<file path="src/openadc_params.svh">
`ifndef OPENADC_PARAMS_SVH
`define OPENADC_PARAMS_SVH

// register map, byte offsets
`define OADC_REG_GAIN        8'h00
`define OADC_REG_LEDSEL      8'h04
`define OADC_REG_TRIGLVL     8'h08
`define OADC_REG_CTRL        8'h0C
`define OADC_REG_STATUS      8'h10  // read only

// bit positions inside ctrl and status words
`define OADC_CTRL_SRC_BIT    0      // 1 = adc input, 0 = test counter
`define OADC_CTRL_ARM_BIT    1      // write one to arm, not stored
`define OADC_STAT_ARMED_BIT  0
`define OADC_STAT_SEEN_BIT   1

// field widths
`define OADC_ADC_BITS        12
`define OADC_GAIN_BITS       8
`define OADC_LEDSEL_BITS     2

// heartbeat timer width, 2^26 cycles for a full led period
`define OADC_TIMER_BITS      26

// axi4-lite bus
`define OADC_AXI_ADDR_BITS   8
`define OADC_AXI_DATA_BITS   32
`define OADC_AXI_RESP_OKAY   2'b00

`endif

</file>
<file path="src/openadc_pkg.sv">
`include "openadc_params.svh"

package openadc_pkg;

   // master side of the register bus
   typedef struct packed {
      logic                               awvalid;
      logic [`OADC_AXI_ADDR_BITS-1:0]     awaddr;
      logic                               wvalid;
      logic [`OADC_AXI_DATA_BITS-1:0]     wdata;
      logic [`OADC_AXI_DATA_BITS/8-1:0]   wstrb;    // full words only
      logic                               bready;
      logic                               arvalid;
      logic [`OADC_AXI_ADDR_BITS-1:0]     araddr;
      logic                               rready;
   } axil_req_t;

   // slave side of the register bus
   typedef struct packed {
      logic                               awready;
      logic                               wready;
      logic                               bvalid;
      logic [1:0]                         bresp;
      logic                               arready;
      logic                               rvalid;
      logic [`OADC_AXI_DATA_BITS-1:0]     rdata;
      logic [1:0]                         rresp;
   } axil_rsp_t;

   // settings from the register bank
   typedef struct packed {
      logic [`OADC_LEDSEL_BITS-1:0]       led_select;
      logic [`OADC_ADC_BITS-1:0]          trig_level;  // msb also picks direction
      logic                               source_adc;
      logic                               arm_cmd;     // one cycle pulse
   } oadc_ctrl_t;

   // trigger state going back out
   typedef struct packed {
      logic                               armed;
      logic                               trig_seen;   // sticky until next arm
   } oadc_status_t;

endpackage

</file>
<file path="src/adc_level_trigger.sv">
`timescale 1ns/1ps
`include "openadc_params.svh"

module adc_level_trigger (
   input  logic                        clk_usb,
   input  logic                        reset,
   input  openadc_pkg::oadc_ctrl_t     ctrl_i,
   input  logic [`OADC_ADC_BITS-1:0]   adc_data_i,
   output openadc_pkg::oadc_status_t   status_o,
   output logic                        trigger_adc_o
);

   logic [`OADC_ADC_BITS-1:0]  test_cnt;
   logic [`OADC_ADC_BITS-1:0]  sample_s1;
   logic [`OADC_ADC_BITS-1:0]  sample_s2;
   logic                       armed_q;
   logic                       armed_r;
   logic                       trig_allowed;
   logic                       trig_seen_q;
   logic                       level_hit;
   logic                       fire;

   // test pattern source
   always_ff @(posedge clk_usb) begin
      if (reset) begin
         test_cnt <= '0;
      end else begin
         test_cnt <= test_cnt + 1'b1;
      end
   end

   always_ff @(posedge clk_usb) begin
      sample_s1 <= ctrl_i.source_adc ? adc_data_i : test_cnt;
      sample_s2 <= sample_s1;
   end

   // level msb set means trigger above, clear means below
   always_comb begin
      if (ctrl_i.trig_level[`OADC_ADC_BITS-1]) begin
         level_hit = sample_s2 > ctrl_i.trig_level;
      end else begin
         level_hit = sample_s2 < ctrl_i.trig_level;
      end
   end

   // blocked while the pulse is out so it stays one cycle wide
   assign fire = trig_allowed && !trigger_adc_o && level_hit;

   always_ff @(posedge clk_usb) begin
      if (reset) begin
         armed_q       <= 1'b0;
         armed_r       <= 1'b0;
         trig_allowed  <= 1'b0;
         trig_seen_q   <= 1'b0;
         trigger_adc_o <= 1'b0;
      end else begin
         armed_r       <= armed_q;
         trigger_adc_o <= fire;
         if (trigger_adc_o) begin   // one shot done, wait for next arm
            armed_q      <= 1'b0;
            trig_allowed <= 1'b0;
            trig_seen_q  <= 1'b1;
         end else begin
            if (ctrl_i.arm_cmd) begin
               armed_q     <= 1'b1;
               trig_seen_q <= 1'b0;
            end
            if (armed_q && !armed_r) begin
               trig_allowed <= 1'b1;
            end
         end
      end
   end

   assign status_o = '{armed: armed_q, trig_seen: trig_seen_q};

endmodule

</file>
<file path="src/adc_reg_bank.sv">
`timescale 1ns/1ps
`include "openadc_params.svh"

module adc_reg_bank (
   input  logic                        clk_usb,
   input  logic                        reset,
   input  openadc_pkg::axil_req_t      axil_req_i,
   input  openadc_pkg::oadc_status_t   status_i,
   output openadc_pkg::axil_rsp_t      axil_rsp_o,
   output openadc_pkg::oadc_ctrl_t     ctrl_o,
   output logic                        amp_gain_o
);

   logic [`OADC_GAIN_BITS-1:0]      gain_q;
   logic [`OADC_LEDSEL_BITS-1:0]    led_sel_q;
   logic [`OADC_ADC_BITS-1:0]       trig_level_q;
   logic                            source_adc_q;
   logic                            arm_q;
   logic                            bvalid_q;
   logic                            rvalid_q;
   logic [`OADC_AXI_DATA_BITS-1:0]  rdata_q;
   logic [`OADC_AXI_DATA_BITS-1:0]  rd_word;
   logic                            wr_hs;
   logic                            rd_hs;
   logic [`OADC_GAIN_BITS:0]        pwm_acc;   // msb is the carry out

   // a pending response holds off the next access
   assign wr_hs = axil_req_i.awvalid && axil_req_i.wvalid && !bvalid_q;
   assign rd_hs = axil_req_i.arvalid && !rvalid_q;

   always_ff @(posedge clk_usb) begin
      if (reset) begin
         gain_q       <= '0;
         led_sel_q    <= '0;
         trig_level_q <= '0;
         source_adc_q <= 1'b0;
         arm_q        <= 1'b0;
      end else begin
         arm_q <= 1'b0;
         if (wr_hs) begin
            case (axil_req_i.awaddr)
               `OADC_REG_GAIN:    gain_q <= axil_req_i.wdata[`OADC_GAIN_BITS-1:0];
               `OADC_REG_LEDSEL:  led_sel_q <= axil_req_i.wdata[`OADC_LEDSEL_BITS-1:0];
               `OADC_REG_TRIGLVL: trig_level_q <= axil_req_i.wdata[`OADC_ADC_BITS-1:0];
               `OADC_REG_CTRL: begin
                  source_adc_q <= axil_req_i.wdata[`OADC_CTRL_SRC_BIT];
                  arm_q        <= axil_req_i.wdata[`OADC_CTRL_ARM_BIT];
               end
               default: ;   // status and holes ignore writes
            endcase
         end
      end
   end

   // write response
   always_ff @(posedge clk_usb) begin
      if (reset) begin
         bvalid_q <= 1'b0;
      end else if (wr_hs) begin
         bvalid_q <= 1'b1;
      end else if (axil_req_i.bready) begin
         bvalid_q <= 1'b0;
      end
   end

   // read mux, unmapped reads give zero
   always_comb begin
      rd_word = '0;
      case (axil_req_i.araddr)
         `OADC_REG_GAIN:    rd_word[`OADC_GAIN_BITS-1:0] = gain_q;
         `OADC_REG_LEDSEL:  rd_word[`OADC_LEDSEL_BITS-1:0] = led_sel_q;
         `OADC_REG_TRIGLVL: rd_word[`OADC_ADC_BITS-1:0] = trig_level_q;
         `OADC_REG_CTRL:    rd_word[`OADC_CTRL_SRC_BIT] = source_adc_q;
         `OADC_REG_STATUS: begin
            rd_word[`OADC_STAT_ARMED_BIT] = status_i.armed;
            rd_word[`OADC_STAT_SEEN_BIT]  = status_i.trig_seen;
         end
         default: ;
      endcase
   end

   always_ff @(posedge clk_usb) begin
      if (reset) begin
         rvalid_q <= 1'b0;
      end else if (rd_hs) begin
         rvalid_q <= 1'b1;
      end else if (axil_req_i.rready) begin
         rvalid_q <= 1'b0;
      end
   end

   // captured once per read, held until rready
   always_ff @(posedge clk_usb) begin
      if (rd_hs) begin
         rdata_q <= rd_word;
      end
   end

   // gain pwm, carry rate is gain/256
   always_ff @(posedge clk_usb) begin
      if (reset) begin
         pwm_acc <= '0;
      end else begin
         pwm_acc <= {1'b0, pwm_acc[`OADC_GAIN_BITS-1:0]} + {1'b0, gain_q};
      end
   end

   assign amp_gain_o = pwm_acc[`OADC_GAIN_BITS];

   always_comb begin
      axil_rsp_o.awready = wr_hs;
      axil_rsp_o.wready  = wr_hs;
      axil_rsp_o.bvalid  = bvalid_q;
      axil_rsp_o.bresp   = `OADC_AXI_RESP_OKAY;
      axil_rsp_o.arready = rd_hs;
      axil_rsp_o.rvalid  = rvalid_q;
      axil_rsp_o.rdata   = rdata_q;
      axil_rsp_o.rresp   = `OADC_AXI_RESP_OKAY;
   end

   always_comb begin
      ctrl_o.led_select = led_sel_q;
      ctrl_o.trig_level = trig_level_q;
      ctrl_o.source_adc = source_adc_q;
      ctrl_o.arm_cmd    = arm_q;
   end

endmodule

</file>
<file path="src/heartbeat_leds.sv">
`timescale 1ns/1ps
`include "openadc_params.svh"

module heartbeat_leds #(
   parameter int TIMER_BITS = `OADC_TIMER_BITS
) (
   input  logic                           clk_usb,
   input  logic                           reset,
   input  logic [`OADC_LEDSEL_BITS-1:0]   led_select_i,
   input  openadc_pkg::oadc_status_t      status_i,
   output logic                           freq_measure_o,
   output logic                           led_armed_o,
   output logic                           led_capture_o
);

   logic [TIMER_BITS-1:0]  timer_q;
   logic                   meas_bit_r;
   logic                   flash_q;

   always_ff @(posedge clk_usb) begin
      if (reset) begin
         timer_q        <= '0;
         meas_bit_r     <= 1'b0;
         freq_measure_o <= 1'b0;
      end else begin
         timer_q        <= timer_q + 1'b1;
         meas_bit_r     <= timer_q[TIMER_BITS-4];
         freq_measure_o <= timer_q[TIMER_BITS-4] && !meas_bit_r;   // rising edge
      end
   end

   // blinks only during the upper half of the timer period
   always_ff @(posedge clk_usb) begin
      if (reset) begin
         flash_q <= 1'b0;
      end else if (timer_q[TIMER_BITS-1]) begin
         flash_q <= ~timer_q[TIMER_BITS-3];
      end
   end

   always_comb begin
      case (led_select_i)
         2'b00: begin
            led_armed_o   = status_i.armed;
            led_capture_o = status_i.trig_seen;
         end
         2'b01: begin
            led_armed_o   = timer_q[TIMER_BITS-2];
            led_capture_o = timer_q[TIMER_BITS-1];
         end
         default: begin
            led_armed_o   = flash_q;
            led_capture_o = flash_q;
         end
      endcase
   end

endmodule

</file>
<file path="src/openadc_core.sv">
`timescale 1ns/1ps
`include "openadc_params.svh"

module openadc_core #(
   parameter int TIMER_BITS = `OADC_TIMER_BITS
) (
   input  logic                        clk_usb,
   input  logic                        reset,
   input  openadc_pkg::axil_req_t      axil_req_i,
   input  logic [`OADC_ADC_BITS-1:0]   adc_data_i,
   output openadc_pkg::axil_rsp_t      axil_rsp_o,
   output logic                        amp_gain_o,
   output logic                        trigger_adc_o,
   output logic                        freq_measure_o,
   output logic                        led_armed_o,
   output logic                        led_capture_o
);

   openadc_pkg::oadc_ctrl_t    ctrl;     // register bank settings
   openadc_pkg::oadc_status_t  status;   // trigger state

   // register bank and gain pwm
   adc_reg_bank u_reg_bank (
      .clk_usb       (clk_usb),
      .reset         (reset),
      .axil_req_i    (axil_req_i),
      .status_i      (status),
      .axil_rsp_o    (axil_rsp_o),
      .ctrl_o        (ctrl),
      .amp_gain_o    (amp_gain_o)
   );

   adc_level_trigger u_level_trigger (
      .clk_usb       (clk_usb),
      .reset         (reset),
      .ctrl_i        (ctrl),
      .adc_data_i    (adc_data_i),
      .status_o      (status),
      .trigger_adc_o (trigger_adc_o)
   );

   heartbeat_leds #(
      .TIMER_BITS    (TIMER_BITS)
   ) u_heartbeat (
      .clk_usb        (clk_usb),
      .reset          (reset),
      .led_select_i   (ctrl.led_select),
      .status_i       (status),
      .freq_measure_o (freq_measure_o),
      .led_armed_o    (led_armed_o),
      .led_capture_o  (led_capture_o)
   );

endmodule

</file>
<file path="config.mk">
export PLATFORM = sky130hd
export DESIGN_NAME = openadc_core
export DESIGN_NICKNAME = d
export VERILOG_FILES = /design/src/openadc_pkg.sv /design/src/adc_level_trigger.sv /design/src/adc_reg_bank.sv /design/src/heartbeat_leds.sv /design/src/openadc_core.sv
export VERILOG_INCLUDE_DIRS = /design/src /design/src/src
export SDC_FILE = /design/constraint.sdc
export NUM_CORES = 1
export LEC_CHECK = 0
export BUFFER_PORTS_ARGS = -buffer_cell sky130_fd_sc_hd__clkbuf_2
export CAP_MARGIN = 0
export CORE_ASPECT_RATIO = 0.7
export CORE_MARGIN = 1.5
export CORE_UTILIZATION = 56
export CTS_BUF_LIST = sky130_fd_sc_hd__clkbuf_8
export DETAILED_ROUTE_END_ITERATION = 10
export PLACE_DENSITY = 0.79
export SKIP_LAST_GASP = 1
export SLEW_MARGIN = 40
export SYNTH_ARGS = -nofsm -noshare
export SYNTH_HDL_FRONTEND = slang
export SYNTH_SLANG_ARGS = --single-unit
export TNS_END_PERCENT = 20
</file>
<file path="constraint.sdc">
create_clock -name clk_usb -period 2.09 [get_ports clk_usb]
set_input_delay 0.418 -clock clk_usb [delete_from_list [all_inputs] [get_ports clk_usb]]
set_output_delay 0.418 -clock clk_usb [all_outputs]
set_load 0.005 [all_outputs]
</file>
# Word-level counts from Yosys, hierarchy flattened
# Index checks and enable logic that the tools add are counted.
# W data, S select, Z words.
[totals]
regBits = 117
in_bits = 71
out_inout_bits = 46
elab_cells = 75
[op_classes]
n_addsub = 3
order_cmp = 2
n_eq_ne = 8
muxes = 13
bitwise_logic = 3
n_reduce_logical = 24
[ops]
columns = ["cell", "n"]
rows = [
  ["$eq A8 B4 Y1 const B", 4],
  ["$add A26 B1 Y26 const B", 1],
  ["$eq A8 B3 Y1 const B", 2],
  ["$logic_not A8 Y1", 2],
  ["$add A12 B1 Y12 const B", 1],
  ["$gt A12 B12 Y1", 1],
  ["$lt A12 B12 Y1", 1],
  ["$mux W12", 1],
  ["$pmux W6 S2", 1],
  ["$add A8 B8 Y9", 1],
  ["$eq A8 B5 Y1 const B", 1],
  ["$reduce_and A2 Y1", 4],
  ["$logic_and A1 B1 Y1", 7],
  ["$mux W1", 7],
  ["$reduce_bool A2 Y1", 3],
  ["$logic_not A1 Y1", 5],
  ["$pmux W1 S5", 1],
  ["$pmux W1 S2", 2],
  ["$pmux W1 S4", 1],
  ["$not A1 Y1", 3],
  ["$reduce_or A3 Y1", 1],
  ["$eq A2 B1 Y1 const B", 1],
  ["$logic_not A2 Y1", 1],
  ["$reduce_or A2 Y1", 1],
]

# Logic depth before layout (Yosys ltp)
[depth]
ltp_word = 4
mapped_depth = 7
ltp_nobuf = 7

# Modules after synthesis
# From an unflattened synthesis, not the netlist that was laid out.
[unflattened]
cells_unflattened = 525
hier_area_um2 = 5247.5
[by_module_without_submodules]
columns = ["mod", "instances", "cells_each", "area_each_um2", "seq_area_each_um2"]
rows = [
  ["adc_reg_bank", 1, 238, 2397.3, 1061.0],
  ["adc_level_trigger", 1, 148, 1572.8, 820.8],
  ["heartbeat_leds", 1, 139, 1277.5, 580.6],
]

# Worst setup path after synthesis
# Ideal clock, no wire load.
[synth_timing]
kind = "flip-flop to flip-flop"
start = "reg u_reg_bank.gain_q[0]"
end = "reg u_reg_bank.pwm_acc[8]"
setup_time_ps = 120
arrival_ps = 1799
required_time_ps = 1970
slack_ps = 172
stages_incl_launch_ff = 8
path_buffers = 0
period_less_slack_ps = 1918
path_cell_list = "dfxtp_1 -> ha_1 -> fa_1 -> a21o_1 -> a21oi_1 -> nor2b_1 -> o31a_1 -> o31a_1"
[synth_between]
elab_chain_len = 1
[synth_rtl]
columns = ["element", "line_no", "source"]
rows = [
  ["from (decl)", "adc_reg_bank.sv:14", "logic [`OADC_GAIN_BITS-1:0] gain_q;"],
  ["from (signal assigned)", "adc_reg_bank.sv:42", "`OADC_REG_GAIN: gain_q <= axil_req_i.wdata[`OADC_GAIN_BITS-1:0];"],
  ["$add A8 B8 Y9", "adc_reg_bank.sv:104", "pwm_acc <= {1'b0, pwm_acc[`OADC_GAIN_BITS-1:0]} + {1'b0, gain_q};"],
  ["to (signal assigned)", "adc_reg_bank.sv:104", ""],
  ["to (decl)", "adc_reg_bank.sv:25", "logic [`OADC_GAIN_BITS:0] pwm_acc;"],
]
# No other way between the ends.
# A chain may end at the register's enable or synchronous reset.

# Final worst setup path
# Same ends and word-level chain as after synthesis.

==> impl_metrics.csv <==
group,metric,value,unit
status,outcome,"finished, final reports clean",
global_route,track_usage,23.3,%
placement,place_congestion,0.859,
cts,cts_hold_buffers,0,
pwr,p_clk_share,48.3,%
cts,cts_buffers,17,
cts,cts_max_level,4,
die,die_area,0.00968,sq mm
global_route,grt_pass1_wl,16.7,mm
worst_setup_path,endpoint_kind,"flop",
layout,antennaDiodeCount,0,
route,drt-vias-per-instance,5.18,
timing,final_hold_viol_count,0,
yosys,ys_top_cells_by_area,"dfxtp_1 (41%), edfxtp_1 (7.1%), nor2_1 (5.8%)",
yosys,synth_top_area_share,41.3,%
timing,layout_min_cycle_time,2030,ps
hold_path,min_from,"axil_req_i[0]",
worst_setup_path,required,2410,ps
timing,rsz0062_at_grt,"true",
yosys,synth_top_area_cell,"dfxtp_1",
yosys,synth_edf_count,12,
route,ant_nets,0,
worst_setup_path,startpoint,"u_reg_bank.gain_q[0]",
timing,maxSlewViolCount,0,
layout,mostFrequentLayoutCell,"dfxtp_1",
worst_setup_path,path_max_fanout,3,
pwr,sequentialPowerShare,47.8,%
pwr,power_switching,0.985,mW
route,vias,3732,
layout,area_delta_synth_final,16.8,%
yosys,seq_area_frac_synth,48.4,%
yosys,synth_warnings,0,
die,start_util,59.0,%
placement,port-buffer-count,68,
die,io_pins,117,
worst_setup_path,r2r_start,"u_reg_bank.gain_q[0]",
cts,cts_tree,"done",
timing,worst_slew_pin_slew,696,ps
yosys,synth_ff_type,"dfxtp_1",
layout,final_cell_mix,"dfxtp_1 (105), nor2_1 (78), clkbuf_2 (68)",
worst_setup_path,worstPathArrival,2340,ps
timing,final-setup-viol-count,0,
flow_run,drv_cap,0,
global_route,overflow,0,
cts,cts.clk_slew.worst_paths,70,ps
yosys,ys_types,49,
timing,finalCritPeriodShare,97.0,%
worst_setup_path,crit_type,"flop to flop",
yosys,synth_cells,510,
pwr,sw_frac_of_total,20.3,%
route,drt_iter0_markers,112,
route,routed_wirelength,10.2,mm
die,row_count,28,
cts,cts_root_buf,"clkbuf_8",
route,wire_per_inst,14.2,microns
pwr,vdd_ir_drop_max,0.000543,V
timing,fmax,0.493,GHz
timing,fin_worst_skew,9.10,ps
yosys,ys_ff_latch,117,
cts,clk_latency,430,ps
cts,cts_resized,0,
global_route,grt_max_degree,51,
timing,setup_slack,62.7,ps
hold_path,hp-class,"input port to flop",
yosys,netlist_area,0.00509,sq mm
route,drc,0,
pwr,p_comb_share,3.8,%
cts,cts_sinks,117,
cts,cts_buffer_depth,2,
die,die_y,82.8,microns
layout,fin_nets,681,
yosys,avgSynthCellArea,9.98,sq um
worst_setup_path,start_kind,"flop",
pwr,p_int,3.86,mW
die,fp.coreArea,0.00862,sq mm
die,dieWidth,117,microns
cts,cts_setup_buffers,0,
global_route,antenna_found_initial,0,
timing,max_slew_margin,53.6,%
placement,dp_hpwl,7.11,mm
pwr,leakage,2.59,nW
placement,pre_cts_ws,56.9,ps
layout,fin_util,68.9,%
route,firstDrtPassIters,4,
pwr,p_per_area,816,mW/mm^2
yosys,postSynth.asyncResetShare,0,%
layout,drive_above_1_share,22.5,%
global_route,grt_pass1_vias,3672,
## metal layers
metal	vias to the layer above	global-route usage (%)	share of wire, %
met5	-	0	0
met3	11	7.66	5.8
met4	0	10.1	0.70
li1	1859	-	-
met1	1741	27.6	45
met2	121	39.2	49
## critical path, cell delays in order (launching register included)
cell and delay (ps):
dfxtp_1 330, ha_1 220, fa_1 410, a21o_1 220, a21oi_2 160, nor2b_1 70
o31a_1 250, o31a_1 250
## Yosys cell counts (4+ instances only)
cell        n
inv_1      22
nor2b_1    15
o21ai_0     7
nor3_2      4
edfxtp_1   12
a22o_1      6
nand4_1    10
or2_2       4
a21o_1      4
a211oi_1    7
ha_1       22
xor2_1     14
nand2_1    14
nor2_1     78
buf_4      29
mux2i_1    24
mux2_2     14
nor4_1      6
nor3_1      6
xnor2_1    18
clkbuf_1   10
and3_1      6
a21oi_1    17
dfxtp_1   105
nand3_1    19
and2_1      4
or3_1       5
## power by group through the flow
stage                     combinational [mW]  sequential [mW]  clock (mW)
after floorplan                        0.130             2.37           0
after global placement                 0.176             2.37           0
after detailed placement               0.182             2.37           0
after CTS                              0.185             2.32        2.39
after global routing                   0.211             2.32        2.48
final                                  0.185             2.32        2.34
## final cells by class
class	count	area (sq um)
clock buffer	23	317
clock inverter	9	148
fill	676	2680
inverter	22	82.6
multi-input combinational	351	2350
sequential	117	2460
tap	120	150
timing repair buffer	78	428
## flip-flops by register name (all words and copies together), names as in the netlist
name / cells
u_heartbeat.timer_q: 26
u_heartbeat.freq_measure_o: 1
u_reg_bank.gain_q: 8
u_level_trigger.armed_r: 1
u_reg_bank.arm_q: 1
u_level_trigger.test_cnt: 12
u_reg_bank.rdata_q: 12
u_heartbeat.flash_q: 1
u_level_trigger.sample_s1: 12
u_heartbeat.meas_bit_r: 1
u_level_trigger.trig_seen_q: 1
u_level_trigger.armed_q: 1
u_reg_bank.source_adc_q: 1
u_level_trigger.sample_s2: 12
u_reg_bank.led_sel_q: 2
u_level_trigger.trigger_adc_o: 1
u_reg_bank.bvalid_q: 1
u_reg_bank.trig_level_q: 12
u_reg_bank.pwm_acc: 9
u_reg_bank.rvalid_q: 1
u_level_trigger.trig_allowed: 1
## per-stage QoR
step                      setup TNS (ps)  std cells  hold WS, ps  power (mW)  cell area, sq um
final                                  0        720          172        4.85              5940
after global routing              -0.786        720          160        5.01              5940
after detailed placement               0        688          312        2.55              5470
after floorplan                        0        533          310        2.50              5170
after CTS                              0        720          144        4.89              5940
after global placement                 0        688          313        2.54              5470
## kinds of logic after synthesis
family	share of synthesized area [%]
buffers and inverters	7.11
and+or+nand+nor	18.6
other	0.0737
DFF	48.4
xor gates and xnor gates	5.51
muxes	7.82
AOI/OAI and AO/OA	6.71
adders and majority gates	5.80
## final timing paths
kind / to / slack, ps / cells past startpoint
max: u_reg_bank.pwm_acc[8] / 60 / 7
min reg2reg: u_level_trigger.sample_s2[1] / 320 / 0
max reg2reg: u_reg_bank.pwm_acc[8] / 60 / 7
min: u_reg_bank.rvalid_q / 170 / 2
No activity file was read; power rests on OpenSTA's default activity.
